### config.mk
export PLATFORM = sky130hd
export DESIGN_NAME = copper_result
export DESIGN_NICKNAME = d
export VERILOG_FILES = /design/src/rtl/copper_pkg.sv /design/src/rtl/copper_result.sv
export VERILOG_INCLUDE_DIRS = /design/src /design/src/rtl
export SDC_FILE = /design/constraint.sdc
export NUM_CORES = 1
export LEC_CHECK = 0
export CORE_MARGIN = 1.5
export CORE_UTILIZATION = 45
export CTS_CLUSTER_SIZE = 28
export DETAILED_ROUTE_END_ITERATION = 10
export DONT_BUFFER_PORTS = 1
export GPL_ROUTABILITY_DRIVEN = 0
export PLACE_DENSITY_LB_ADDON = 0.1
export SLEW_MARGIN = 20
export SYNTH_ARGS = -nofsm -noshare
export SYNTH_HDL_FRONTEND = slang
export SYNTH_SLANG_ARGS = --single-unit
### constraint.sdc
create_clock -name clk -period 1.2 [get_ports clk]
set_clock_uncertainty 0.05 [all_clocks]
set_input_delay 0.12 -clock clk [delete_from_list [all_inputs] [get_ports clk]]
set_output_delay 0.12 -clock clk [all_outputs]
set_load 0.005 [all_outputs]
### src/rtl/copper_defines.svh
////////////////////////////////////////////////////////////////////////////
// Shared constants for the copper display-list coprocessor
// Frame geometry, field widths, opcode codes and target address bases
// Include wherever a constant is needed
////////////////////////////////////////////////////////////////////////////
`ifndef COPPER_DEFINES_SVH
`define COPPER_DEFINES_SVH

// Frame geometry of the video timing generator
`define COPPER_H_TOTAL           800
`define COPPER_V_TOTAL           525
// Restart fires this many pixels before the end of the last line
`define COPPER_RESTART_H_OFFSET  4

// List memory and field widths
`define COPPER_LIST_DEPTH        1024
`define COPPER_PC_W              10
`define COPPER_POS_W             11
`define COPPER_REG_NUM_W         6

// Control register number on the host register port
`define COPPER_XR_COPP_CTRL      1

// Opcodes in bits 31:28 of an instruction word
`define COPPER_OP_WAIT           4'h0
`define COPPER_OP_SKIP           4'h2
`define COPPER_OP_JMP            4'h4
`define COPPER_OP_MOVER          4'h9
`define COPPER_OP_MOVEP          4'hB

// High byte of the colour memory XR address
`define COPPER_XR_COLOR_BASE     8'h80

`endif
### src/rtl/copper_pkg.sv
////////////////////////////////////////////////////////////////////////////
// Shared types of the copper: vector typedefs, sequencer states and
// the structs passed between the decoder, sequencer and result stage
// Referenced by scoped names from every copper module
////////////////////////////////////////////////////////////////////////////
`include "copper_defines.svh"

package copper_pkg;

    // Plain vectors with a meaning
    typedef logic [`COPPER_PC_W-1:0]  pc_t;
    typedef logic [`COPPER_POS_W-1:0] pos_t;
    typedef logic [15:0]              word_t;
    typedef logic [31:0]              insn_word_t;

    // Instruction class after decode
    typedef logic [2:0] insn_kind_t;
    localparam insn_kind_t KIND_WAIT = 3'd0;
    localparam insn_kind_t KIND_SKIP = 3'd1;
    localparam insn_kind_t KIND_JMP  = 3'd2;
    localparam insn_kind_t KIND_MOVE = 3'd3;
    localparam insn_kind_t KIND_NOP  = 3'd4;

    // Sequencer states
    typedef enum logic [2:0] {
        ST_INIT       = 3'd0,
        ST_FETCH_WAIT = 3'd1,
        ST_LATCH      = 3'd2,
        ST_PRECOMP    = 3'd3,
        ST_EXEC       = 3'd4
    } exec_state_t;

    // Decoded instruction
    typedef struct packed {
        insn_kind_t kind;
        logic       ignore_v;
        logic       ignore_h;
        pos_t       v_pos;
        pos_t       h_pos;
        pc_t        jump_pc;
        // Set for MOVEP, clear for MOVER
        logic       move_to_color;
        word_t      move_addr;
        word_t      move_data;
    } copper_insn_t;

    // Host register write
    typedef struct packed {
        logic                          wr;
        logic [`COPPER_REG_NUM_W-1:0]  reg_num;
        word_t                         data;
    } ctrl_wr_t;

    // XR bus write
    typedef struct packed {
        logic  en;
        word_t addr;
        word_t data;
    } xr_wr_t;

endpackage

### src/rtl/copper_result.sv
////////////////////////////////////////////////////////////////////////////
// Copper result stage
// Grants a move once its target is free and issues it as a one-cycle
// write on the XR bus
////////////////////////////////////////////////////////////////////////////
`timescale 1ns/10ps

module copper_result (
    input  logic                     clk,
    input  logic                     copp_reset,
    input  copper_pkg::copper_insn_t insn_i,
    // Move request from the sequencer, held while stalled
    input  logic                     move_issue_i,
    // Target busy levels
    input  logic                     xr_reg_busy_i,
    input  logic                     color_busy_i,
    output logic                     move_accept_o,
    output copper_pkg::xr_wr_t       xr_wr_o
);

    logic              target_busy;
    logic              wr_en_q;
    copper_pkg::word_t wr_addr_q;
    copper_pkg::word_t wr_data_q;

    // Busy level of the selected target
    assign target_busy   = insn_i.move_to_color ? color_busy_i : xr_reg_busy_i;
    assign move_accept_o = move_issue_i && !target_busy;

    // Write strobe, high for the cycle after acceptance
    always_ff @(posedge clk) begin
        if (copp_reset) begin
            wr_en_q <= 1'b0;
        end else begin
            wr_en_q <= move_accept_o;
        end
    end

    // Write payload
    always_ff @(posedge clk) begin
        if (move_accept_o) begin
            wr_addr_q <= insn_i.move_addr;
            wr_data_q <= insn_i.move_data;
        end
    end

    assign xr_wr_o.en   = wr_en_q;
    assign xr_wr_o.addr = wr_addr_q;
    assign xr_wr_o.data = wr_data_q;

    // Sequencer leaves EXEC on a grant, so writes never come back to back
    a_wr_single_cycle: assert property (@(posedge clk) disable iff (copp_reset)
        xr_wr_o.en |=> !xr_wr_o.en);

endmodule

* After elaboration in Yosys (flattened, before gate mapping)
Cells that the tools add are included.
Widths: inputs -> output; s select.
** Storage, ports and cells
- Input port bits :: 75
- Word-level logic and storage cells :: 6
- Output and inout port bits :: 34
- Register bits :: 33
** Cells by class
- Reduce and logical (&&, ||, !) cells :: 2
- Multiplexer cells :: 1
** Operators by type and width (number)
- $logic_and 1x1->1 :: 1
- $logic_not 1->1 :: 1
- $mux 1 :: 1

* Logic depth before layout (Yosys ltp)
- Depth in word-level cells :: 3
- Mapped depth :: 2
- Gate-level depth less buffers :: 2

* Worst setup path before layout
OpenSTA, ideal clock, no wires.
- Kind :: input-to-reg
- Start point :: input port insn_i[32] in the netlist's numbering
- End point :: register wr_addr_q[0], enable pin
- Buffers on the path :: 0
- Stages on the path :: 2
- Setup time :: 375 ps
- Path slack :: -43 ps
- Required time :: 775 ps
- Data arrival time :: 818 ps
- Cells stage by stage :: mux2i_1 -> and2_2
** On the way
- Longest elaborated chain between the ends :: 3
** RTL lines
- start, declared :: line copper_result.sv:11 : input copper_pkg::copper_insn_t insn_i,
- $mux 1 :: line copper_result.sv:27 : assign target_busy = insn_i.move_to_color ? color_busy_i : xr_reg_busy_i;
- $logic_not 1->1 :: line copper_result.sv:28 : assign move_accept_o = move_issue_i && !target_busy;
- $logic_and 1x1->1 :: line copper_result.sv:28
- named net move_accept_o :: line copper_result.sv:17 : output logic move_accept_o,
- end signal, assigned :: line copper_result.sv:42 : wr_addr_q <= insn_i.move_addr;
- end, declared :: line copper_result.sv:23 : copper_pkg::word_t wr_addr_q;
The timed path passes the listed nets, and every way through them passes these cells.
A chain may end at the register's enable or synchronous reset.

* Worst setup path in the final report
- Start point :: input port move_issue_i
- End point :: register wr_en_q
** On the way
- Longest elaborated chain between the ends :: 1
** RTL lines
- start, declared :: line copper_result.sv:13 : input logic move_issue_i,
- $logic_and 1x1->1 :: line copper_result.sv:28
- end signal, assigned :: line copper_result.sv:35 : wr_en_q <= move_accept_o;
- end, declared :: line copper_result.sv:22 : logic wr_en_q;
Every way passes these cells.

==> reports/summary.log <==
qor: pwr.power.internal 1670 uW
qor: synthesis.yosysTopAreaCellShare 94.7%
qor: clock_network.max-clock-path-buffers 2
qor: timing.worst_tran_pin_value 0.156 ns
qor: floorplanning.core 2170 um2
qor: clock_network.cts_inserted_buffers 5
qor: job.max_cap_viol_count 0
qor: grt.vias_in_the_first_global_route 524
qor: pwr.power_per_cell_area 1430 nW/um2
qor: grt.grt_pass1_wl 2670 um
qor: synthesis.dominantRegCellSynth edfxtp_1
qor: worst_hold_path.worst_hold_class in -> reg
qor: critical_path.worst_ep_required_time 1.37 ns
qor: timing.timing.slew.headroom 89.3%
qor: synthesis.count_of_state_elements_after_synthesis 33
qor: critical_path.critPathBufInv 2
qor: pwr.net_switching_power 429 uW
qor: synthesis.synthesis.nets 112
qor: pwr.power.ir.vdd_worst 1.06 mV
qor: critical_path.dominant_cell_type_by_count_on_the_critical_path dlygate4sd3_1
qor: drt.wl_per_cell 17.7 um
qor: pwr.seqPwrFrac 67.3%
qor: timing.post-route-min-period 1.19 ns
qor: outcome.status finished, final reports clean
qor: cells_and_area.drive_gt1_share 11.3%
qor: floorplanning.dieArea 2550 um2
qor: floorplanning.core.rowCount 17
qor: grt.grt_overflow 0
qor: floorplanning.design.portCount 109
qor: floorplanning.die_height 50.5 um
qor: timing.setup_viol_count_final 0
qor: clock_network.clk_root_buffer_cell clkbuf_4
qor: drt.antenna_violating_nets_left 0
qor: drt.drt_first_pass_iters 4
qor: placement.portBuffers 0
qor: synthesis.synth_edf_count 32
qor: synthesis.synthesis.area 1010 um2
qor: grt.grt_start_max_net_pins 16
qor: cells_and_area.instances_no_fill 108
qor: critical_path.worst_setup_path_end_kind flop
qor: critical_path.crit_arrival 1.36 ns
qor: drt.drtIter0Drc 4
qor: cells_and_area.final_util 67.9%
qor: clock_network.cts_sinks 33
qor: cells_and_area.areaGrowthSynthToFinish 45.3%
qor: pwr.p_comb_share 6.8%
qor: synthesis.netlist_top_cells_area edfxtp_1, dfxtp_1, mux2i_1
qor: critical_path.slowest_cell_on_crit_path dlygate4sd3_1
qor: synthesis.synth_top_area_cell edfxtp_1
qor: synthesis.syn_inst 37
qor: synthesis.synth_cell_type_count 6
qor: timing.post_route_fraction_of_the_period_consumed_by_the_critical_path 99.2%
qor: critical_path.cp_launch_point move_issue_i
qor: drt.routed-via-count 530
qor: grt.antenna_found_initial 0
qor: drt.drt_drc_violations_left 0
qor: pwr.power_switching_share 20.4%
qor: critical_path.path_class in -> reg
qor: clock_network.cts_htree_levels 2
qor: cells_and_area.antennaDiodeCount 0
qor: synthesis.yosys_synthesis_warning_count 0
qor: synthesis.synth_sequential_area_ratio 96.7%
qor: critical_path.worst_path_dominant_cell_family buffers and inverters
qor: timing.rsz0062_at_grt no
qor: critical_path.crit_chain dlygate4sd3_1, and3b_1, dlygate4sd3_1
qor: critical_path.critPathLaunchType primary input
qor: synthesis.syn-mean-instance-area 27.4 um2
qor: critical_path.worst_path_largest_cell_delay 0.55 ns
qor: clock_network.post_cts_buffers 0
qor: timing.final_max_slew_viol_count 0
qor: clock_network.clock_input_transition_at_the_sequential_cells_of_the_worst_setup_and_hold_paths 0.09 ns
qor: clock_network.tritoncts done
qor: floorplanning.die_width 50.5 um
qor: cells_and_area.layout.nets 154
qor: synthesis.ys_async_sr_fraction 0%
qor: grt.groute.usage.overall 16.1%
qor: pwr.share_clk_of_total_power 25.9%
qor: drt.avgViaCountPerCell 4.91
qor: floorplanning.start_util 46.8%
qor: critical_path.path_max_fanout 2
qor: placement.numPlacedInstances 66
qor: worst_hold_path.hp-start move_issue_i
qor: drt.postRouteWirelength 1910 um
qor: pwr.power.static_leakage 0.000518 uW
qor: timing.finalHoldViolations 0
qor: synthesis.yosysMostFrequentCell edfxtp_1
qor: timing.fin_setup_tns 0 ns
qor: timing.clock.fmax 0.840 GHz
## placed cells by master (no fill, tap or decap)
master / instances
clkbuf_4: 5
and3b_1: 1
edfxtp_1: 32
clkinv_2: 1
dfxtp_1: 1
dlygate4sd3_1: 34
mux2i_1: 1
clkinv_1: 2
buf_12: 2
and2_4: 1
## area by class of cell
| cell class | count | area [um2] |
|---|---|---|
| clock buffers | 5 | 37.5 |
| clock inverters | 3 | 12.5 |
| fillers | 155 | 696 |
| multi-input cells | 3 | 27.5 |
| flip-flops and latches | 33 | 981 |
| well taps | 28 | 35.0 |
| repair buffers | 36 | 380 |
## logic make-up after synthesis
logic type | Yosys count | synth area share [%]
multiplexers | 1 | 0.986
flip-flops | 33 | 96.7
buffers and inverters | 1 | 0.740
AND/OR/NAND/NOR | 2 | 1.60
## metal layers
layer / part of all wire [%] / up-vias / global-route usage, %
met1: 31 / 245 / 14.9
li1: - / 231 / -
met3: 10 / 5 / 7.74
met2: 56 / 49 / 27.4
met5: 0 / - / 0
met4: 2.5 / 0 / 10.8
## path summary, 6_finish.rpt
check	end	cells past startpoint	slack (ns)
worst max-delay path	wr_en_q	3	0.01
worst min-delay path	wr_data_q[1]	1	0.09
## timing repair
action / CTS / global route
hold buffers: 34 / 0
endpoints found under the hold margin: 33 / 0
gates resized for setup: 0 / 0
## sequential cells by signal (all words and copies together), names as in the netlist
signal and flops:
wr_en_q 1, wr_addr_q 16, wr_data_q 16
## metrics by stage
step | hold slack [ns] | setup WS (ns) | power [uW] | cell area [um2]
after global placement | 0.169 | 0.151 | 1490 | 1080
after floorplan | 0.169 | 0.136 | 1450 | 1020
after global routing | 0.0615 | 0.0265 | 2210 | 1470
final | 0.0862 | 0.00966 | 2100 | 1470
after CTS | 0.0690 | 0.0444 | 2110 | 1470
after detailed placement | 0.169 | 0.127 | 1500 | 1080
## power by group through the flow
stage	clock network [uW]	logic, uW	registers, uW
CTS	556	138	1420
floorplan	0	28.4	1430
global route	631	152	1420
global placement	0	49.6	1440
detailed placement	0	51.7	1450
finish	545	142	1420
No activity file was read; power rests on OpenSTA's default activity.
