### src/rtl/copper_defines.svh
////////////////////////////////////////////////////////////////////////////
// Shared constants for the copper display-list coprocessor
// Frame geometry, field widths, opcode codes and target address bases
// Include wherever a constant is needed
////////////////////////////////////////////////////////////////////////////
`ifndef COPPER_DEFINES_SVH
`define COPPER_DEFINES_SVH

// Frame geometry of the video timing generator
`define COPPER_H_TOTAL           800
`define COPPER_V_TOTAL           525
// Restart fires this many pixels before the end of the last line
`define COPPER_RESTART_H_OFFSET  4

// List memory and field widths
`define COPPER_LIST_DEPTH        1024
`define COPPER_PC_W              10
`define COPPER_POS_W             11
`define COPPER_REG_NUM_W         6

// Control register number on the host register port
`define COPPER_XR_COPP_CTRL      1

// Opcodes in bits 31:28 of an instruction word
`define COPPER_OP_WAIT           4'h0
`define COPPER_OP_SKIP           4'h2
`define COPPER_OP_JMP            4'h4
`define COPPER_OP_MOVER          4'h9
`define COPPER_OP_MOVEP          4'hB

// High byte of the colour memory XR address
`define COPPER_XR_COLOR_BASE     8'h80

`endif
### src/rtl/copper_pkg.sv
////////////////////////////////////////////////////////////////////////////
// Shared types of the copper: vector typedefs, sequencer states and
// the structs passed between the decoder, sequencer and result stage
// Referenced by scoped names from every copper module
////////////////////////////////////////////////////////////////////////////
`include "copper_defines.svh"

package copper_pkg;

    // Plain vectors with a meaning
    typedef logic [`COPPER_PC_W-1:0]  pc_t;
    typedef logic [`COPPER_POS_W-1:0] pos_t;
    typedef logic [15:0]              word_t;
    typedef logic [31:0]              insn_word_t;

    // Instruction class after decode
    typedef logic [2:0] insn_kind_t;
    localparam insn_kind_t KIND_WAIT = 3'd0;
    localparam insn_kind_t KIND_SKIP = 3'd1;
    localparam insn_kind_t KIND_JMP  = 3'd2;
    localparam insn_kind_t KIND_MOVE = 3'd3;
    localparam insn_kind_t KIND_NOP  = 3'd4;

    // Sequencer states
    typedef enum logic [2:0] {
        ST_INIT       = 3'd0,
        ST_FETCH_WAIT = 3'd1,
        ST_LATCH      = 3'd2,
        ST_PRECOMP    = 3'd3,
        ST_EXEC       = 3'd4
    } exec_state_t;

    // Decoded instruction
    typedef struct packed {
        insn_kind_t kind;
        logic       ignore_v;
        logic       ignore_h;
        pos_t       v_pos;
        pos_t       h_pos;
        pc_t        jump_pc;
        // Set for MOVEP, clear for MOVER
        logic       move_to_color;
        word_t      move_addr;
        word_t      move_data;
    } copper_insn_t;

    // Host register write
    typedef struct packed {
        logic                          wr;
        logic [`COPPER_REG_NUM_W-1:0]  reg_num;
        word_t                         data;
    } ctrl_wr_t;

    // XR bus write
    typedef struct packed {
        logic  en;
        word_t addr;
        word_t data;
    } xr_wr_t;

endpackage

### src/rtl/copper_decode.sv
////////////////////////////////////////////////////////////////////////////
// Copper instruction register and decoder
// Latches the fetched word on the sequencer's pulse and presents it as
// a classified instruction to the sequencer and the result stage
////////////////////////////////////////////////////////////////////////////
`timescale 1ns/10ps
`include "copper_defines.svh"

module copper_decode (
    input  logic                     clk,
    input  logic                     copp_reset,
    input  logic                     latch_i,
    input  copper_pkg::insn_word_t   rd_data_i,
    output copper_pkg::copper_insn_t insn_o
);

    // Opcode 4'hF is undefined, so this word runs as a NOP
    localparam copper_pkg::insn_word_t NOP_WORD = 32'hF000_0000;

    copper_pkg::insn_word_t ir_q;
    copper_pkg::insn_kind_t kind;
    logic [3:0]             opcode;
    logic                   is_color;

    // Instruction register
    always_ff @(posedge clk) begin
        if (copp_reset) begin
            ir_q <= NOP_WORD;
        end else if (latch_i) begin
            ir_q <= rd_data_i;
        end
    end

    assign opcode = ir_q[31:28];

    // Opcode classification
    always_comb begin
        kind     = copper_pkg::KIND_NOP;
        is_color = 1'b0;
        case (opcode)
            `COPPER_OP_WAIT:  kind = copper_pkg::KIND_WAIT;
            `COPPER_OP_SKIP:  kind = copper_pkg::KIND_SKIP;
            `COPPER_OP_JMP:   kind = copper_pkg::KIND_JMP;
            `COPPER_OP_MOVER: kind = copper_pkg::KIND_MOVE;
            `COPPER_OP_MOVEP: begin
                kind     = copper_pkg::KIND_MOVE;
                is_color = 1'b1;
            end
            // Unknown opcodes fall through as NOP
            default: kind = copper_pkg::KIND_NOP;
        endcase
    end

    // Field extraction
    always_comb begin
        insn_o.kind          = kind;
        insn_o.ignore_v      = ir_q[0];
        insn_o.ignore_h      = ir_q[1];
        insn_o.v_pos         = ir_q[26:16];
        insn_o.h_pos         = ir_q[14:4];
        // JMP target sits on a 32-bit boundary
        insn_o.jump_pc       = ir_q[26:17];
        insn_o.move_to_color = is_color;
        // MOVER targets XR registers, MOVEP lands in colour memory
        insn_o.move_addr     = {is_color ? `COPPER_XR_COLOR_BASE : 8'h00, ir_q[23:16]};
        insn_o.move_data     = ir_q[15:0];
    end

endmodule

### config.mk
export PLATFORM = sky130hd
export DESIGN_NAME = copper_decode
export DESIGN_NICKNAME = d
export VERILOG_FILES = /design/src/rtl/copper_pkg.sv /design/src/rtl/copper_decode.sv
export VERILOG_INCLUDE_DIRS = /design/src /design/src/rtl
export SDC_FILE = /design/constraint.sdc
export NUM_CORES = 1
export LEC_CHECK = 0
export ABC_AREA = 1
export BUFFER_PORTS_ARGS = -buffer_cell sky130_fd_sc_hd__buf_4
export CAP_MARGIN = 20
export CORE_MARGIN = 5
export CORE_UTILIZATION = 45
export DETAILED_ROUTE_END_ITERATION = 8
export PLACE_DENSITY_LB_ADDON = 0.05
export SLEW_MARGIN = 0
export SYNTH_ARGS = -nofsm -noshare
export SYNTH_HDL_FRONTEND = slang
export SYNTH_SLANG_ARGS = --single-unit
### constraint.sdc
create_clock -name clk -period 1.75 [get_ports clk]
set_input_delay 0.0875 -clock clk [delete_from_list [all_inputs] [get_ports clk]]
set_output_delay 0.0875 -clock clk [all_outputs]
set_load 0.02 [all_outputs]
# == Word level (Yosys, flattened, before mapping) ==
# Index checks and enable logic that the tools add are counted.
# op_classes
multipliers,0
eq_ne,4
muxes,3
reduce_logical,2
n_bitwise,0
div_mod_pow,0
magnitude_cmp,0
addsub,0
n_shift,0
# ops
operator,count
$pmux 3 s4,1
$eq 4x4->1 const B,2
$mux 8,1
$eq 4x2->1 const B,1
$eq 4x3->1 const B,1
$logic_not 4->1,1
$reduce_or 2->1,1
$mux 1,1
# word_totals
latchBits,0
rom_bits,0
regBits,32
ram_bits,0
mem_count,0
wordCells,10

# == Depth between registers and ports, before layout ==
# Gate-level depths: netlist of the first run.
# logic_depth
depth_word,3
ltp_mapped,5
ltp_nobuf,5

# == Least setup slack after synthesis of the first run ==
# OpenSTA, ideal clock, no wires.
# synth_path
path_type,register to output
start,register ir_q[30]
end,output port insn_o[69] in the netlist's numbering
slack_ns,0.720
arrival_ns,0.943
path_stages_with_launch,5
cell_sequence,dfxtp_1 > inv_1 > nand3_1 > nand2_1 > nor2_1
# synth_lines
item,line_no,rtl
from (decl),copper_decode.sv:20,copper_pkg::insn_word_t ir_q;
from (signal assigned),copper_decode.sv:30,ir_q <= rd_data_i;
to (decl),copper_decode.sv:14,output copper_pkg::copper_insn_t insn_o

==> results.md, run 1 <==
- Final ANT Viol Nets: 0
- CTS Buf Count: 5
- Vias post-DR: 1403
- IO Pins: 105
- Status: complete, no violations
- DP Cell Count: 285
- Worst vdd ir: 0.450 mV
- Switching pwr: 533 µW
- CTS Root Cell: clkbuf_4
- Initial antenna violation count: 0
- CP endpoint kind: register
- DRC viols: 0
- Clock tree from TritonCTS: built
- Area share of the largest cell type after synthesis: 38.3%
- First-pass GRT wire length: 6290 µm
- Max reg flops: 31
- HP Class: input pin to register
- Grt met1 use: 18.1%
- FF+latch count, synth: 31
- Cell Area, Synth: 1620 µm²
- Die Width: 70.0 µm
- Net Sw Frac: 30.2%
- Top Registers: ir_q: 31 flops
- Dpl hpwl: 2420 µm
- Top reg by flops: ir_q
- Period utilization: 75.1%
- Req. time, crit path: 1.94 ns
- Synth-to-layout area growth: 39.5%
- Relative slew slack: 66.0%
- Pwr Density: 781 nW/µm²
- Total GRT Usage: 15.6%
- Critical path cell sequence: dlygate4sd3_1 > buf_4 > a21oi_1 > dlygate4sd3_1 > o21ai_0
- Worst-Skew Late Latency: 0.32 ns
- Combinational share of power: 28.5%
- Worst slew pin tran: 0.509 ns
- Slowest cell on crit path: dlygate4sd3_1
- Worst hold margin: 0.190 ns
- Crit path kind: input pin to register
- Per-cell routed wire length: 11.7 µm
- Fin crit period: 1.31 ns
- Final nets: 314
- Vias per cell: 4.30
- Number of antenna diodes: 0
- Met3 GRT Util: 6.17%
- Sequential group share of total power: 44.9%
- Clock input transition at the sequential cells of the worst setup and hold paths: 0.09 ns
- Worst Setup Start Kind: input pin
- Die Y: 70.0 µm
- Port bufs: 96
- Initial DRC count: 50
- DRT Pass-1 Iters: 4
- Clk pwr share: 26.6%
- Leading area contributor after synthesis: dfxtp_1
- Largest net degree at the start of global routing: 35
- RSZ-0062 raised after global routing: false
- GPL Wtd Cong: 0.697
- Initial Utilization: 47.5%
- Power Internal: 1.23 mW
- Synth Area per Inst: 7.61 µm²
- Clock skew: 0 ns
- Max Root-Sink Buffers: 2
- Synth cell types: 16
- Final core utilization: 66.2%
- Met2 GRT Util: 26.0%
- Setup TNS: 0 ns
- F_max: 760 MHz
- Max-slew violations: 0
- Max cap viols: 0
- CORE AREA: 3420 µm²
- Final-report hold violation count: 0
- Critical path arrival: 1.51 ns
- Most common cell after layout, fill and taps aside: buf_4
- Endpoints failing setup: 0
- Critical Path Most Common Cell: dlygate4sd3_1
- CP peak stage delay: 0.55 ns
- Die area: 4900 µm²
- Most frequent cells in the layout: buf_4, nor2_1, dlygate4sd3_1
- YS warnings: 0
- H-tree Lvls: 2
- Cell Rows: 21
- Mapped Cells: 213
- Area contributors post-synth: dfxtp_1, buf_4, nor2_1, o21ai_0, nand2_1
- Number of global-route vias before repair: 1323
- Fin cells: 326
- P_leak: 1.16 nW
- Layout cells sized above 1: 37.5%
- CTS sink count: 31
- Sequential share of the synthesized area: 38.3%
- Max FO, Critical Path: 1
- Busiest grt layer: met2
- Final WL: 3820 µm
- GRT overflow: 0
-- path summary, 6_finish.rpt --
path / start / to / slack [ns] / depth (start not counted)
max: rd_data_i[29] / ir_q[29] / 0.44 / 5
min: copp_reset / ir_q[31] / 0.19 / 3
max reg2reg: ir_q[20] / ir_q[20] / 1.07 / 2
min reg2reg: ir_q[31] / ir_q[31] / 0.51 / 2
-- layout make-up --
type                       count  area (µm²)
fill                         309        1150
inverter                       4        15.0
sequential                    31         621
timing repair buffer         129        1050
clock buffer                   8        68.8
multi-input combinational    108         449
tap                           46        57.6
-- synthesized netlist by cell type --
cell / number
nand2_1: 8
dfxtp_1: 31
clkbuf_1: 1
inv_1: 2
o21ai_1: 1
o21ai_0: 28
conb_1: 1
nand3_1: 3
a21oi_1: 2
buf_4: 67
buf_2: 4
buf_6: 2
nor3_1: 1
nor2_1: 58
clkbuf_2: 2
inv_2: 2
-- critical path: cells and delay by family --
kind	cells	cell delay, ns
buffers and inverters	3	1.22
AO/OA/AOI/OAI	2	0.20
-- logic make-up after synthesis --
family,count (synthesis),synth area share (%)
buffers and inverters,80,35.4
AND/OR/NAND/NOR,70,16.5
AO/OA/AOI/OAI,31,9.57
other,1,0.231
flip-flops,31,38.3
-- layer usage --
| metal | wire length, µm | part of all wire [%] |
|---|---|---|
| met3 | 369 | 9.7 |
| met1 | 1660 | 43 |
| met5 | 0 | 0 |
| met4 | 51 | 1.3 |
| met2 | 1740 | 45 |
-- metrics by stage --
step,instance area [µm²],worst slack [ns],power (mW)
after CTS,2260,0.424,1.79
final,2260,0.435,1.77
after floorplan,1640,0.720,1.17
after detailed placement,1860,0.716,1.25
after global placement,1860,0.722,1.25
after global routing,2260,0.352,1.86
-- power groups by stage --
stage,combinational [mW],clock (mW),sequential (mW)
after floorplan,0.371,0,0.799
after global placement,0.442,0,0.807
after detailed placement,0.444,0,0.808
after CTS,0.505,0.491,0.793
after global routing,0.540,0.520,0.802
final,0.503,0.470,0.793
-- what timing repair did --
| item | CTS | global route |
|---|---|---|
| hold endpoints to repair | 31 | 0 |
| hold buffers | 33 | 0 |
| gates resized for setup | 0 | 0 |
| setup endpoints to repair | 0 | 0 |
| buffers inserted | 0 | 0 |
Note: power is estimated with default switching activity, not from simulation.
==> run 2, diff against run 1 <==
CORE_UTILIZATION = 38   (was 45)
clock period = 1.1 ns   (was 1.75 ns; I/O delays follow)
==> run 2 against run 1 <==
Net effect:
- the run now ends with negative setup slack left
- die area increased by 16%
- sequential power up 60%
- sequential cell count is the same
- largest cell class unchanged
- cell count up 1.2%
- hold slack worse by 0.18 ns
- global-route usage down 1.9 points
- critical path type is now register to primary output
- setup slack worse by 0.50 ns
- power increased by 72%
- routed wire length up 4.4%
- largest power group unchanged
==> results.md, run 2 (synthesis gave the netlist of run 1 again) <==
- Initial DRC count: 58 (was 50)
- Req. time, crit path: 1.04 ns (was 1.94 ns)
- Synth-to-layout area growth: 43.4% (was 39.5%)
- Clock skew: 0 ns (unchanged)
- Reg-to-reg critical path startpoint: ir_q[30] (was ir_q[20])
- Met3 GRT Util: 5.15% (was 6.17%)
- Total GRT Usage: 13.8% (was 15.6%)
- Die Y: 75.3 µm (was 70.0 µm)
- Hold Path Sink: ir_q[3] (was ir_q[31])
- Hold path cells: 3 (unchanged)
- Critical path arrival: 1.11 ns (was 1.51 ns)
- Max FO, Critical Path: 3 (was 1)
- DP Cell Count: 293 (was 285)
- Vias post-DR: 1413 (was 1403)
- Die Width: 75.3 µm (was 70.0 µm)
- Top reg by flops: ir_q (unchanged)
- Status: complete, but fails checks (was complete, no violations)
- Number of global-route vias before repair: 1322 (was 1323)
- P_leak: 1.19 nW (was 1.16 nW)
- Period utilization: 106%
- Fill count: 366 (was 309)
- Largest net degree at the start of global routing: 25 (was 35)
- Final core utilization: 57.3% (was 66.2%)
- Cell Rows: 23 (was 21)
- Critical path cell sequence: inv_2 > nor2_1 > nand2_1 > nand2_1 > nor2_1 > buf_4 (was dlygate4sd3_1 > buf_4 > a21oi_1 > dlygate4sd3_1 > o21ai_0)
- Max reg flops: 31 (unchanged)
- Slowest cell on crit path: dfxtp_4 (was dlygate4sd3_1)
- Fin area: 2320 µm² (was 2260 µm²)
- Worst vdd ir: 0.785 mV (was 0.450 mV)
- Worst R2R Setup Slack: 0.38 ns (was 1.07 ns)
- F_max: 859 MHz
- Clock tree from TritonCTS: built (unchanged)
- Dpl hpwl: 2660 µm (was 2420 µm)
- Fin crit period: 1.16 ns
- Most frequent cells in the layout: buf_4, nor2_1, o21ai_0, dlygate4sd3_1, dfxtp_1 (was buf_4, nor2_1, dlygate4sd3_1)
- First-pass GRT wire length: 5860 µm (was 6290 µm)
- Final-report hold violation count: 0 (unchanged)
- HP Class: input pin to register (unchanged)
- Reg-to-Reg End: ir_q[30] (was ir_q[20])
- Final WL: 3980 µm (was 3820 µm)
- Fin worst setup slack: -0.0642 ns (was 0.435 ns)
- Final nets: 314 (unchanged)
- Hold wc startpoint: rd_data_i[3] (was copp_reset)
- DRC viols: 0 (unchanged)
- Layout cells sized above 1: 41.4% (was 37.5%)
- H-tree Lvls: 2 (unchanged)
- Crit path kind: register to primary output (was input pin to register)
- Endpoints failing setup: 5 (was 0)
- Overall power: 3.04 mW (was 1.77 mW)
- Grt met1 use: 15.6% (was 18.1%)
- CORE AREA: 4060 µm² (was 3420 µm²)
- CTS Buf Count: 5 (unchanged)
- Final ANT Viol Nets: 0 (unchanged)
- CTS Root Cell: clkbuf_8 (was clkbuf_4)
- Most common cell after layout, fill and taps aside: buf_4 (unchanged)
- RSZ-0062 raised after global routing: true (was false)
- Vias per cell: 4.28 (was 4.30)
- CP endpoint kind: primary output (was register)
- Number of antenna diodes: 0 (unchanged)
- Max Root-Sink Buffers: 2 (unchanged)
- Cell count of the worst reg-to-reg path: 3 (was 2)
- CTS sink count: 31 (unchanged)
- Initial Utilization: 40.0% (was 47.5%)
- Worst-Skew Late Latency: 0.28 ns (was 0.32 ns)
- CP peak stage delay: 0.36 ns (was 0.55 ns)
- GPL Wtd Cong: 0.694 (was 0.697)
- Pwr Density: 1310 nW/µm² (was 781 nW/µm²)
- Initial antenna violation count: 0 (unchanged)
- Busiest grt layer: met2 (unchanged)
- DRT Pass-1 Iters: 2 (was 4)
- Per-cell routed wire length: 12.1 µm (was 11.7 µm)
- Failing checks: negative setup slack
- Met2 GRT Util: 22.4% (was 26.0%)
- Die area: 5670 µm² (was 4900 µm²)
- Placed Area: 1910 µm² (was 1860 µm²)
- GRT overflow: 0 (unchanged)
- Fin cells: 330 (was 326)
- Worst Setup Start Kind: register (was input pin)
- Max cap viols: 0 (unchanged)
- Port bufs: 96 (unchanged)
- Worst hold margin: 0.00694 ns (was 0.190 ns)
- Clock input transition at the sequential cells of the worst setup and hold paths: 0.06 ns (was 0.09 ns)
- Max-slew violations: 0 (unchanged)
- IO Pins: 105 (unchanged)
- Top Registers: ir_q: 31 flops (unchanged)
## run 2: cell count changes in the layout (fill, tap and decap cells not counted), sizes merged
cell / change
dlygate4sd3: -5
buf: +5
## run 2: area by class of cell
class / instances / area [µm²] / share of cell area (%)
sequential: 31 / 627 / 27.0
multi-input combinational: 108 / 465 / 20.0
inverter: 4 / 15.0 / 0.646
timing repair buffer: 129 / 1050 / 45.4
tap: 50 / 62.6 / 2.69
clock buffer: 8 / 100 / 4.31
## run 2: where the power goes
group / total (mW) / switching, mW / internal (mW)
registers: 1.27 / 0.0656 / 1.20
logic: 0.807 / 0.416 / 0.391
clock network: 0.968 / 0.398 / 0.570
## run 2: worst max-delay path by stage
stage	cells past startpoint	endpoint	start	slack, ns
3_3_place_gp	4	insn_o[67]	ir_q[31]	0.20
2_1_floorplan	4	insn_o[69]	ir_q[30]	0.10
6_report	6	insn_o[69]	ir_q[30]	-0.06
4_1_cts	4	insn_o[67]	ir_q[31]	-0.04
3_5_place_dp	4	insn_o[67]	ir_q[31]	0.17
5_1_grt	4	insn_o[67]	ir_q[30]	-0.14
## run 2: timing repair
action | CTS | global route
hold endpoints to repair | 27 | 0
hold buffers | 28 | 0
resized for setup | 7 | 2
buffers inserted | 1 | 0
endpoints found under the setup margin | 5 | 5
pin swaps | 2 | 0
## run 2: stage by stage
| stage | setup TNS (ns) | setup WS [ns] |
|---|---|---|
| floorplan | 0 | 0.102 |
| global placement | 0 | 0.203 |
| detailed placement | 0 | 0.170 |
| CTS | -0.106 | -0.0449 |
| global route | -0.600 | -0.142 |
| finish | -0.232 | -0.0642 |
## run 2: metal layers
layer	wire length (µm)	part of all wire, %
met3	445	11
met1	1570	39
met5	0	0
met4	84	2.1
met2	1890	47
## run 2: critical path: cells and delay by family, from the launching register on
family                 cells  cell delay, ns
buffers and inverters      2            0.21
and+or+nand+nor            4            0.27
DFF                        1            0.36
