## config.mk

```make
export PLATFORM = sky130hd
export DESIGN_NAME = copper_execute
export DESIGN_NICKNAME = d
export VERILOG_FILES = /design/src/rtl/copper_pkg.sv /design/src/rtl/copper_execute.sv
export VERILOG_INCLUDE_DIRS = /design/src /design/src/rtl
export SDC_FILE = /design/constraint.sdc
export NUM_CORES = 1
export LEC_CHECK = 0
export BUFFER_PORTS_ARGS = -buffer_cell sky130_fd_sc_hd__buf_2
export CAP_MARGIN = 20
export CORE_MARGIN = 2
export CORE_UTILIZATION = 45
export CTS_CLUSTER_SIZE = 28
export DETAILED_ROUTE_END_ITERATION = 6
export GPL_TIMING_DRIVEN = 0
export PLACE_DENSITY = 0.77
export SLEW_MARGIN = 0
export SYNTH_ARGS = -nofsm -noshare
export SYNTH_HDL_FRONTEND = slang
export SYNTH_SLANG_ARGS = --single-unit
```

## constraint.sdc

```tcl
create_clock -name clk -period 6 [get_ports clk]
set_clock_uncertainty 0.2 [all_clocks]
set_input_delay 1.2 -clock clk [delete_from_list [all_inputs] [get_ports clk]]
set_output_delay 1.2 -clock clk [all_outputs]
set_load 0.01 [all_outputs]
```

## src/rtl/copper_defines.svh

```systemverilog
////////////////////////////////////////////////////////////////////////////
// Shared constants for the copper display-list coprocessor
// Frame geometry, field widths, opcode codes and target address bases
// Include wherever a constant is needed
////////////////////////////////////////////////////////////////////////////
`ifndef COPPER_DEFINES_SVH
`define COPPER_DEFINES_SVH

// Frame geometry of the video timing generator
`define COPPER_H_TOTAL           800
`define COPPER_V_TOTAL           525
// Restart fires this many pixels before the end of the last line
`define COPPER_RESTART_H_OFFSET  4

// List memory and field widths
`define COPPER_LIST_DEPTH        1024
`define COPPER_PC_W              10
`define COPPER_POS_W             11
`define COPPER_REG_NUM_W         6

// Control register number on the host register port
`define COPPER_XR_COPP_CTRL      1

// Opcodes in bits 31:28 of an instruction word
`define COPPER_OP_WAIT           4'h0
`define COPPER_OP_SKIP           4'h2
`define COPPER_OP_JMP            4'h4
`define COPPER_OP_MOVER          4'h9
`define COPPER_OP_MOVEP          4'hB

// High byte of the colour memory XR address
`define COPPER_XR_COLOR_BASE     8'h80

`endif
```

## src/rtl/copper_pkg.sv

```systemverilog
////////////////////////////////////////////////////////////////////////////
// Shared types of the copper: vector typedefs, sequencer states and
// the structs passed between the decoder, sequencer and result stage
// Referenced by scoped names from every copper module
////////////////////////////////////////////////////////////////////////////
`include "copper_defines.svh"

package copper_pkg;

    // Plain vectors with a meaning
    typedef logic [`COPPER_PC_W-1:0]  pc_t;
    typedef logic [`COPPER_POS_W-1:0] pos_t;
    typedef logic [15:0]              word_t;
    typedef logic [31:0]              insn_word_t;

    // Instruction class after decode
    typedef logic [2:0] insn_kind_t;
    localparam insn_kind_t KIND_WAIT = 3'd0;
    localparam insn_kind_t KIND_SKIP = 3'd1;
    localparam insn_kind_t KIND_JMP  = 3'd2;
    localparam insn_kind_t KIND_MOVE = 3'd3;
    localparam insn_kind_t KIND_NOP  = 3'd4;

    // Sequencer states
    typedef enum logic [2:0] {
        ST_INIT       = 3'd0,
        ST_FETCH_WAIT = 3'd1,
        ST_LATCH      = 3'd2,
        ST_PRECOMP    = 3'd3,
        ST_EXEC       = 3'd4
    } exec_state_t;

    // Decoded instruction
    typedef struct packed {
        insn_kind_t kind;
        logic       ignore_v;
        logic       ignore_h;
        pos_t       v_pos;
        pos_t       h_pos;
        pc_t        jump_pc;
        // Set for MOVEP, clear for MOVER
        logic       move_to_color;
        word_t      move_addr;
        word_t      move_data;
    } copper_insn_t;

    // Host register write
    typedef struct packed {
        logic                          wr;
        logic [`COPPER_REG_NUM_W-1:0]  reg_num;
        word_t                         data;
    } ctrl_wr_t;

    // XR bus write
    typedef struct packed {
        logic  en;
        word_t addr;
        word_t data;
    } xr_wr_t;

endpackage

```

## src/rtl/copper_execute.sv

```systemverilog
////////////////////////////////////////////////////////////////////////////
// Copper sequencer: control register, frame restart, fetch and execute
// state machine and program counter
// Resolves WAIT, SKIP and JMP itself and hands moves to the result stage
////////////////////////////////////////////////////////////////////////////
`timescale 1ns/10ps
`include "copper_defines.svh"

module copper_execute (
    input  logic                     clk,
    input  logic                     copp_reset,
    // Host register port
    input  copper_pkg::ctrl_wr_t     ctrl_wr_i,
    // Beam position
    input  copper_pkg::pos_t         h_count_i,
    input  copper_pkg::pos_t         v_count_i,
    // Decoded instruction and move grant
    input  copper_pkg::copper_insn_t insn_i,
    input  logic                     move_accept_i,
    // List memory fetch
    output logic                     rd_en_o,
    output copper_pkg::pc_t          rd_addr_o,
    output logic                     insn_latch_o,
    output logic                     move_issue_o
);

    // Restart position, a few pixels before the end of the last line
    localparam copper_pkg::pos_t RESTART_H =
        copper_pkg::pos_t'(`COPPER_H_TOTAL - `COPPER_RESTART_H_OFFSET);
    localparam copper_pkg::pos_t RESTART_V = copper_pkg::pos_t'(`COPPER_V_TOTAL - 1);

    copper_pkg::exec_state_t state_q;
    copper_pkg::pc_t         pc_q;
    copper_pkg::pc_t         pc_skip_q;
    copper_pkg::pc_t         init_pc_q;
    logic                    copper_en_q;
    logic                    rd_en_q;
    logic                    v_reached_q;
    logic                    h_reached_q;
    logic                    frame_restart;
    logic                    pos_met;
    logic                    wait_done;

    // Control register: bit 15 enable, bits 9:0 initial PC
    always_ff @(posedge clk) begin
        if (copp_reset) begin
            copper_en_q <= 1'b0;
            init_pc_q   <= '0;
        end else if (ctrl_wr_i.wr && ctrl_wr_i.reg_num == `COPPER_XR_COPP_CTRL) begin
            copper_en_q <= ctrl_wr_i.data[15];
            init_pc_q   <= ctrl_wr_i.data[`COPPER_PC_W-1:0];
        end
    end

    assign frame_restart = (h_count_i == RESTART_H) && (v_count_i == RESTART_V);

    // Position compares, registered in PRECOMP for use in EXEC
    always_ff @(posedge clk) begin
        if (state_q == copper_pkg::ST_PRECOMP) begin
            v_reached_q <= v_count_i >= insn_i.v_pos;
            h_reached_q <= h_count_i >= insn_i.h_pos;
            // PC already points past this instruction
            pc_skip_q   <= pc_q + 1'b1;
        end
    end

    // Each axis passes if reached or ignored
    assign pos_met   = (insn_i.ignore_v || v_reached_q) && (insn_i.ignore_h || h_reached_q);
    // Both flags set waits for the end of frame
    assign wait_done = pos_met && !(insn_i.ignore_v && insn_i.ignore_h);

    // Sequencer
    always_ff @(posedge clk) begin
        if (copp_reset) begin
            state_q <= copper_pkg::ST_INIT;
            pc_q    <= '0;
            rd_en_q <= 1'b0;
        end else if (frame_restart) begin
            state_q <= copper_pkg::ST_INIT;
            pc_q    <= init_pc_q;
            rd_en_q <= 1'b0;
        end else begin
            case (state_q)
                copper_pkg::ST_INIT: begin
                    // First fetch of the frame, or after a disable
                    if (copper_en_q) begin
                        state_q <= copper_pkg::ST_FETCH_WAIT;
                        rd_en_q <= 1'b1;
                    end
                end
                copper_pkg::ST_FETCH_WAIT: begin
                    if (copper_en_q) begin
                        state_q <= copper_pkg::ST_LATCH;
                        // RAM still returns the current word next cycle
                        pc_q    <= pc_q + 1'b1;
                    end else begin
                        state_q <= copper_pkg::ST_INIT;
                        rd_en_q <= 1'b0;
                    end
                end
                copper_pkg::ST_LATCH: begin
                    state_q <= copper_pkg::ST_PRECOMP;
                    rd_en_q <= 1'b0;
                end
                copper_pkg::ST_PRECOMP: begin
                    state_q <= copper_pkg::ST_EXEC;
                end
                copper_pkg::ST_EXEC: begin
                    case (insn_i.kind)
                        copper_pkg::KIND_WAIT: begin
                            if (wait_done) begin
                                state_q <= copper_pkg::ST_FETCH_WAIT;
                                rd_en_q <= 1'b1;
                            end else begin
                                // Compare again with fresh counts
                                state_q <= copper_pkg::ST_PRECOMP;
                            end
                        end
                        copper_pkg::KIND_SKIP: begin
                            if (pos_met) begin
                                pc_q <= pc_skip_q;
                            end
                            state_q <= copper_pkg::ST_FETCH_WAIT;
                            rd_en_q <= 1'b1;
                        end
                        copper_pkg::KIND_JMP: begin
                            pc_q    <= insn_i.jump_pc;
                            state_q <= copper_pkg::ST_FETCH_WAIT;
                            rd_en_q <= 1'b1;
                        end
                        copper_pkg::KIND_MOVE: begin
                            // Stall here while the target is busy
                            if (move_accept_i) begin
                                state_q <= copper_pkg::ST_FETCH_WAIT;
                                rd_en_q <= 1'b1;
                            end
                        end
                        default: begin
                            state_q <= copper_pkg::ST_FETCH_WAIT;
                            rd_en_q <= 1'b1;
                        end
                    endcase
                end
                default: begin
                    state_q <= copper_pkg::ST_INIT;
                    rd_en_q <= 1'b0;
                end
            endcase
        end
    end

    assign rd_en_o      = rd_en_q;
    assign rd_addr_o    = pc_q;
    // Fetched word is on the RAM output during LATCH
    assign insn_latch_o = (state_q == copper_pkg::ST_LATCH);
    assign move_issue_o = (state_q == copper_pkg::ST_EXEC) &&
                          (insn_i.kind == copper_pkg::KIND_MOVE);

    // State register never leaves the encoded set
    a_state_legal: assert property (@(posedge clk) disable iff (copp_reset)
        state_q inside {copper_pkg::ST_INIT, copper_pkg::ST_FETCH_WAIT, copper_pkg::ST_LATCH,
                        copper_pkg::ST_PRECOMP, copper_pkg::ST_EXEC});

endmodule

```

### After elaboration in Yosys (flattened, before gate mapping)

Index checks and enable logic that the tools add are counted.

* add/sub/neg operators: 1
* magnitude comparators: 2
* eq/ne operators: 17
* muxes and demuxes: 17
* bitwise operators: 1
* reduce and logical (&&, ||, !) cells: 16

Operators with widths (count)
* $pmux W10 S2: 2
* $mux W10: 3
* $eq A11 B10 Y1 const B: 2
* $ge A11 B11 Y1: 2
* $pmux W3 S5: 1
* $eq A3 B2 Y1 const B: 4
* $add A10 B1 Y10 const B: 1
* $ne A3 B3 Y1 const B: 3
* $eq A3 B1 Y1 const B: 2
* $eq A6 B1 Y1 const B: 1
* $logic_and A1 B1 Y1: 6
* $logic_not A3 Y1: 2
* $mux W3: 2
* $pmux W3 S2: 1
* $reduce_and A5 Y1: 1
* $mux W1: 4
* $mux W2: 2
* $ne A2 B2 Y1 const B: 2
* $ne A4 B2 Y1 const B: 1
* $ne A4 B4 Y1 const B: 1
* $pmux W1 S4: 1
* $reduce_and A4 Y1: 1
* $eq A3 B3 Y1 const B: 1
* $reduce_bool A3 Y1: 1
* 6 further kinds: 7

* register bits after elaboration: 37
* bits of input ports: 118

### Logic depth before layout (Yosys ltp)

Gate-level depths: netlist of the first run.

* depth in word-level cells: 6
* mapped depth: 7

### Worst setup path before layout of the first run

No wires, ideal clock.

* kind: input to output
* start: input insn_i[69] (netlist bit)
* end: output move_issue_o
* arrival: 1882 ps
* path slack: 2718 ps
* stages on the path: 2
* path through: or3b_4 nor3_1

* cells in the longest elaborated chain, start to end: 2

RTL lines
* start, declared: RTL line copper_execute.sv:18 `input copper_pkg::copper_insn_t insn_i,`
* $eq A3 B2 Y1: RTL line copper_execute.sv:157 `(insn_i.kind == copper_pkg::KIND_MOVE);`
* $logic_and A1 B1 Y1: RTL line copper_execute.sv:156 `assign move_issue_o = (state_q == copper_pkg::ST_EXEC) &&`
* end, declared: RTL line copper_execute.sv:24 `output logic move_issue_o`

Every way passes these cells.

### Worst setup path in the final report of the first run

Ends and elaborated chain as after synthesis.

==> impl_metrics.tcl, run 1 <==
set metrics [dict create \
    final_nets 504 \
    core.rowCount 26 \
    asyncSetResetFlopFracSynth 0 \
    grt_met3_usage 0.0402 \
    worst_path_most_repeated_cell "sky130_fd_sc_hd__buf_2" \
    fin_setup_tns_ns 0 \
    min_from "rd_en_o" \
    grt_pass1_wl_um 9210 \
    timing.final.crit_share 0.575 \
    ys_ff_latch 37 \
    layout.filler_cells 483 \
    critical_path_arrival_ns 2.05 \
    slowest_stage "sky130_fd_sc_hd__or3b_4" \
    core_area_um2 5200 \
    number_of_pins_exceeding_their_max_slew_limit_in_the_final_report 0 \
    met2_usage 0.320 \
    via_count_of_the_first_global_routing_pass 2158 \
    postSynthCellCount 264 \
    synth_enable_flop_cells 12 \
    synth.distinct_cells 45 \
    synth_seq_area_share 0.349 \
    vdd_ir_drop_max_v 0.0000733 \
    grt-busiest-layer "met2" \
    result_of_the_run "complete, no violations" \
    drt_pass1_iterations 4 \
    io_buffer_count 92 \
    drtIter0Drc 110 \
    hold_viol 0 \
    route.detailed.wl_per_inst_um 12.5 \
    clk_root_buffer_cell "sky130_fd_sc_hd__clkbuf_8" \
    clkSlewWorstSetupHoldPaths_ns 0.07 \
    die_width_um 78.0 \
    critPathCaptureType "primary output" \
    clkLatencyLatePin_ns 0.29 \
    timing.reg2reg.worst_path_depth 6 \
    worst_slew_pin_slew_ns 0.699 \
    worstSetupStartpoint "insn_i[69]" \
    grt_remaining_overflow 0 \
    syn2layout_area_growth_pct 26.8 \
    cts_hold_buf 0 \
    wirelength_um 5430 \
    criticalPathCategory "input port to primary output" \
    syn_area_um2 2470 \
    antenna_cells 0 \
    rsz0062_at_grt "no" \
    slew-limit-headroom 0.534 \
    worstPathRequired_ns 4.60 \
    max-cap-violations 0 \
    initial_cell_density_of_the_core 0.474 \
    setup_violations 0 \
    worstReg2RegStart "v_reached_q" \
    synth-warning-count 0 \
    htree_num_levels 2 \
    ctsLongestPathBuffers 2 \
    power.leakage_nw 1.53 \
    final_period_minus_worst_setup_slack_ns 3.45 \
    hold_path_stages 2 \
    place_congestion 0.845 \
    synth_area_per_cell_um2 9.34 \
    tritoncts.num_buffers 5 \
    post_cts.repair.setup_buffers 0 \
    cp_cell_instances "buf_2 -> or3b_4 -> nor3_1 -> buf_2" \
    dp.final_hpwl_um 4530 \
    crit_fanout 4 \
    holdPathEnd "rd_en_o" \
    pin_count_of_the_biggest_net_entering_global_routing 14 \
    use_met1 0.236 \
    grt_antenna_before_repair 0 \
    floorplan.die_area_um2 6090 \
    timing.reg2reg.setup_slack_ns 3.74 \
    routed_via_density 5.18 \
    synth_ff_type "sky130_fd_sc_hd__dfxtp_1" \
    max_stage_delay_ns 0.38 \
    critPathLaunchType "input port" \
    hp-class "register to register" \
    synth_fp_nets 405 \
    power_per_cell_area_nw_per_um2 171 \
    clock.fmax_ghz 0.290 \
    clock_sink_count 37 \
    combined_global_route_utilization_of_all_metal_layers 0.186 \
    regToRegEndpoint "rd_addr_o[9]" \
    tritoncts "yes" \
    final_layout_size_suffix_gt1_frac 0.316 \
    remaining_drc_errors 0 \
    die_height_um 78.0 \
    post_cts.resized_instances 0 \
    io_pins 131 \
    fin_util 0.601 \
    drtAntennaViolNets 0 \
    via_count 2246 \
]
-- cells in the final DEF (no fill, tap or decap), types with 4 or more instances in the layout --
cell / n
sky130_fd_sc_hd__o21ai_0: 4
sky130_fd_sc_hd__nand2_1: 27
sky130_fd_sc_hd__xnor2_1: 7
sky130_fd_sc_hd__clkbuf_8: 9
sky130_fd_sc_hd__a311oi_1: 10
sky130_fd_sc_hd__o211ai_1: 12
sky130_fd_sc_hd__nor3_1: 4
sky130_fd_sc_hd__edfxtp_1: 12
sky130_fd_sc_hd__a21oi_1: 10
sky130_fd_sc_hd__inv_1: 23
sky130_fd_sc_hd__buf_2: 95
sky130_fd_sc_hd__ha_1: 23
sky130_fd_sc_hd__mux2i_1: 21
sky130_fd_sc_hd__nor2_1: 26
sky130_fd_sc_hd__nor3b_1: 4
sky130_fd_sc_hd__dfxtp_1: 25
sky130_fd_sc_hd__nand4_1: 6
-- synth_stat cells (3+ instances only) --
| library cell | instances | share of area |
|---|---|---|
| sky130_fd_sc_hd__nor2_1 | 26 | 0.040 |
| sky130_fd_sc_hd__ha_1 | 23 | 0.12 |
| sky130_fd_sc_hd__nand4_1 | 6 | 0.015 |
| sky130_fd_sc_hd__nor3_1 | 4 | 0.0081 |
| sky130_fd_sc_hd__nand2_1 | 27 | 0.041 |
| sky130_fd_sc_hd__clkbuf_8 | 3 | 0.017 |
| sky130_fd_sc_hd__buf_2 | 3 | 0.0061 |
| sky130_fd_sc_hd__edfxtp_1 | 12 | 0.15 |
| sky130_fd_sc_hd__dfxtp_1 | 25 | 0.20 |
| sky130_fd_sc_hd__o21ai_0 | 4 | 0.0081 |
| sky130_fd_sc_hd__nand2b_1 | 3 | 0.0076 |
| sky130_fd_sc_hd__nor4b_1 | 3 | 0.011 |
| sky130_fd_sc_hd__nand3_1 | 3 | 0.0061 |
| sky130_fd_sc_hd__mux2i_1 | 21 | 0.085 |
| sky130_fd_sc_hd__a311oi_1 | 10 | 0.036 |
| sky130_fd_sc_hd__nor3b_1 | 4 | 0.012 |
| sky130_fd_sc_hd__inv_1 | 23 | 0.035 |
| sky130_fd_sc_hd__o211ai_1 | 12 | 0.037 |
| sky130_fd_sc_hd__xnor2_1 | 7 | 0.025 |
| sky130_fd_sc_hd__a21oi_1 | 10 | 0.020 |
-- metrics by stage --
step	power (mW)	cell area, um^2	instances	setup WS (ns)	hold WS [ns]
2_1_floorplan	0.297	2470	264	2.72	0.264
3_3_place_gp	0.331	3010	426	2.58	0.259
3_5_place_dp	0.334	3010	426	2.56	0.264
4_1_cts	0.541	3130	434	2.55	0.276
5_1_grt	0.561	3130	434	2.49	0.322
6_report	0.536	3130	434	2.55	0.276
-- registers in the layout (all words and copies together) (netlist names) --
name	flops
state_q	3
h_reached_q	1
copper_en_q	1
pc_skip_q	10
rd_en_o	1
init_pc_q	10
v_reached_q	1
rd_addr_o	10
-- worst max-delay path, delay by kind of cell --
family | cells | cell delay (ns)
buffers and inverters | 2 | 0.27
AND/OR/NAND/NOR | 2 | 0.57
-- worst max path at each step --
stage                         to  slack [ns]  cells past startpoint
finish              move_issue_o        2.55                      4
CTS                 move_issue_o        2.55                      4
floorplan           move_issue_o        2.72                      2
global placement    move_issue_o        2.58                      4
detailed placement  move_issue_o        2.56                      4
global route        move_issue_o        2.49                      4
-- cell type report --
| class | instances | area, um^2 | area share |
|---|---|---|---|
| tap | 70 | 87.6 | 0.0280 |
| clock buffer | 7 | 108 | 0.0344 |
| multi-input combinational | 193 | 1430 | 0.456 |
| clock inverter | 1 | 6.26 | 0.00200 |
| inverter | 23 | 86.3 | 0.0276 |
| timing repair buffer | 92 | 460 | 0.147 |
| buffer | 11 | 93.8 | 0.0300 |
| sequential | 37 | 861 | 0.275 |
-- per-layer routing --
metal / share of wire / routed length (um)
met5: 0 / 0
met4: 0.0057 / 31
met3: 0.058 / 316
met1: 0.45 / 2440
met2: 0.49 / 2640
-- report_power, final --
part           leakage, nW  switching [mW]  internal [mW]
clock network       0.0599          0.0900          0.119
registers            0.323        0.000206          0.257
logic                 1.14          0.0312         0.0387
-- logic make-up after synthesis --
kind of cell | after synthesis | share of synthesized area
buffers and inverters | 34 | 0.0731
XOR/XNOR | 9 | 0.0320
multiplexers | 21 | 0.0852
flip-flops | 37 | 0.349
adder cells (fa/ha/maj) | 23 | 0.117
AO/OA/AOI/OAI | 49 | 0.154
AND/OR/NAND/NOR | 91 | 0.190
No activity file was read; power rests on OpenSTA's default activity.
==> inputs of run 2 (changes only) <==
--- a/config.mk
+++ b/config.mk
@@ -9,11 +9,11 @@
 export BUFFER_PORTS_ARGS = -buffer_cell sky130_fd_sc_hd__buf_2
 export CAP_MARGIN = 20
 export CORE_MARGIN = 2
-export CORE_UTILIZATION = 45
+export CORE_UTILIZATION = 41
 export CTS_CLUSTER_SIZE = 28
 export DETAILED_ROUTE_END_ITERATION = 6
 export GPL_TIMING_DRIVEN = 0
-export PLACE_DENSITY = 0.77
+export PLACE_DENSITY = 0.74
 export SLEW_MARGIN = 0
 export SYNTH_ARGS = -nofsm -noshare
 export SYNTH_HDL_FRONTEND = slang
==> constraint.sdc (replaced) <==
create_clock -name clk -period 2.85 [get_ports clk]
set_clock_uncertainty 0.2 [all_clocks]
set_input_delay 0.57 -clock clk [delete_from_list [all_inputs] [get_ports clk]]
set_output_delay 0.57 -clock clk [all_outputs]
set_load 0.01 [all_outputs]
==> impl_metrics.tcl, run 2 (synthesis results as in run 1) <==
set metrics [dict create \
    grt_remaining_overflow 0 \
    via_count 2243 \
    hp-class "register to register" \
    drtAntennaViolNets 0 \
    holdWs_ns 0.277 \
    final_period_minus_worst_setup_slack_ns 2.27 \
    drt_pass1_iterations 4 \
    regToRegEndpoint "rd_addr_o[4]" \
    route.detailed.wl_per_inst_um 12.6 \
    core.rowCount 28 \
    tritoncts.num_buffers 5 \
    rsz0062_at_grt "no" \
    power_per_cell_area_nw_per_um2 352 \
    criticalPathCategory "register to register" \
    hold_viol 0 \
    combined_global_route_utilization_of_all_metal_layers 0.174 \
    place_area_um2 3020 \
    place_congestion 0.828 \
    timing.final.crit_share 0.797 \
    fin_util 0.534 \
    worstPathRequired_ns 2.86 \
    htree_num_levels 2 \
    routed_via_density 5.11 \
    grt_pass1_wl_um 9030 \
    drtIter0Drc 66 \
    layout_commonest_cell "sky130_fd_sc_hd__buf_2" \
    vdd_ir_drop_max_v 0.000209 \
    die_height_um 81.6 \
    pin_count_of_the_biggest_net_entering_global_routing 14 \
    cts_hold_buf 0 \
    crit_fanout 10 \
    timing.reg2reg.worst_path_depth 6 \
    fin_setup_tns_ns 0 \
    final_nets 504 \
    critical_path_arrival_ns 2.28 \
    clock.fmax_ghz 0.440 \
    setup_violations 0 \
    grt_antenna_before_repair 0 \
    slew-limit-headroom 0.518 \
    initial_cell_density_of_the_core 0.422 \
    final_cell_mix "95 x sky130_fd_sc_hd__buf_2, 27 x sky130_fd_sc_hd__nand2_1, 26 x sky130_fd_sc_hd__nor2_1, 25 x sky130_fd_sc_hd__dfxtp_1" \
    dp.final_hpwl_um 4590 \
    clk_root_buffer_cell "sky130_fd_sc_hd__clkbuf_8" \
    die_width_um 81.6 \
    post_cts.resized_instances 0 \
    floorplan.die_area_um2 6650 \
    worstSetupStartpoint "v_reached_q" \
    finish.instance_area_um2 3120 \
    wirelength_um 5540 \
    timing.critical_path.to "rd_addr_o[4]" \
    clock_sink_count 37 \
    post_cts.repair.setup_buffers 0 \
    total_placed_cells_including_tap_cells 431 \
    remaining_drc_errors 0 \
    tritoncts "yes" \
    final_layout_size_suffix_gt1_frac 0.313 \
    worst_slew_pin_slew_ns 0.722 \
    max-cap-violations 0 \
    ctsLongestPathBuffers 2 \
    clkLatencyLatePin_ns 0.29 \
    io_pins 131 \
    io_buffer_count 92 \
    clkSlewWorstSetupHoldPaths_ns 0.08 \
    via_count_of_the_first_global_routing_pass 2099 \
    antenna_cells 0 \
    critPathCaptureType "register" \
    core_area_um2 5850 \
    post_layout_nonfiller_instances 439 \
    number_of_pins_exceeding_their_max_slew_limit_in_the_final_report 0 \
    worstReg2RegStart "v_reached_q" \
    syn2layout_area_growth_pct 26.6 \
    critPathLaunchType "register" \
    power.leakage_nw 1.52 \
    result_of_the_run "complete, no violations" \
    timing.reg2reg.setup_slack_ns 0.58 \
]
-- run 2: area by class of cell --
type                       instances  area (um^2)
multi-input combinational        193         1430
sequential                        37          861
clock buffer                       7         97.6
tap                               75         93.8
buffer                            11         93.8
fill                             544         2730
inverter                          23         86.3
clock inverter                     1         5.00
timing repair buffer              92          460
-- run 2: worst min-delay path by stage --
stage                 startpoint  slack (ns)  cells past startpoint           end
floorplan           init_pc_q[0]        0.26                      2  init_pc_q[0]
global placement         rd_en_o        0.26                      2       rd_en_o
detailed placement       rd_en_o        0.27                      2       rd_en_o
CTS                      rd_en_o        0.28                      2       rd_en_o
global route          copp_reset        0.28                      2  rd_addr_o[6]
finish                   rd_en_o        0.28                      2       rd_en_o
-- run 2: worst max-delay path, stage by stage (launching register included) --
cell and delay, ns:
sky130_fd_sc_hd__edfxtp_1 0.37, sky130_fd_sc_hd__o22a_1 0.25, sky130_fd_sc_hd__nor4b_1 0.61, sky130_fd_sc_hd__a221o_1 0.26
sky130_fd_sc_hd__buf_4 0.16, sky130_fd_sc_hd__nand2_1 0.07, sky130_fd_sc_hd__a311oi_1 0.27
-- run 2: per-stage QoR --
| stage | power, mW | setup slack [ns] |
|---|---|---|
| CTS | 1.11 | 0.581 |
| finish | 1.10 | 0.578 |
| floorplan | 0.626 | 0.570 |
| global route | 1.15 | 0.439 |
| detailed placement | 0.704 | 0.287 |
| global placement | 0.698 | 0.303 |
-- run 2: report_power, final --
part	switching (mW)	total, mW	internal (mW)
combinational	0.0664	0.148	0.0816
clock	0.184	0.409	0.224
sequential	0.000414	0.542	0.542
-- run 2: routing by layer --
layer | global-route usage | routed length [um] | vias up | part of all wire
li1 | - | - | 1162 | -
met5 | 0 | 0 | - | 0
met4 | 0.0458 | 76 | 0 | 0.014
met2 | 0.307 | 2630 | 70 | 0.47
met3 | 0.0462 | 376 | 8 | 0.068
met1 | 0.208 | 2460 | 1003 | 0.44
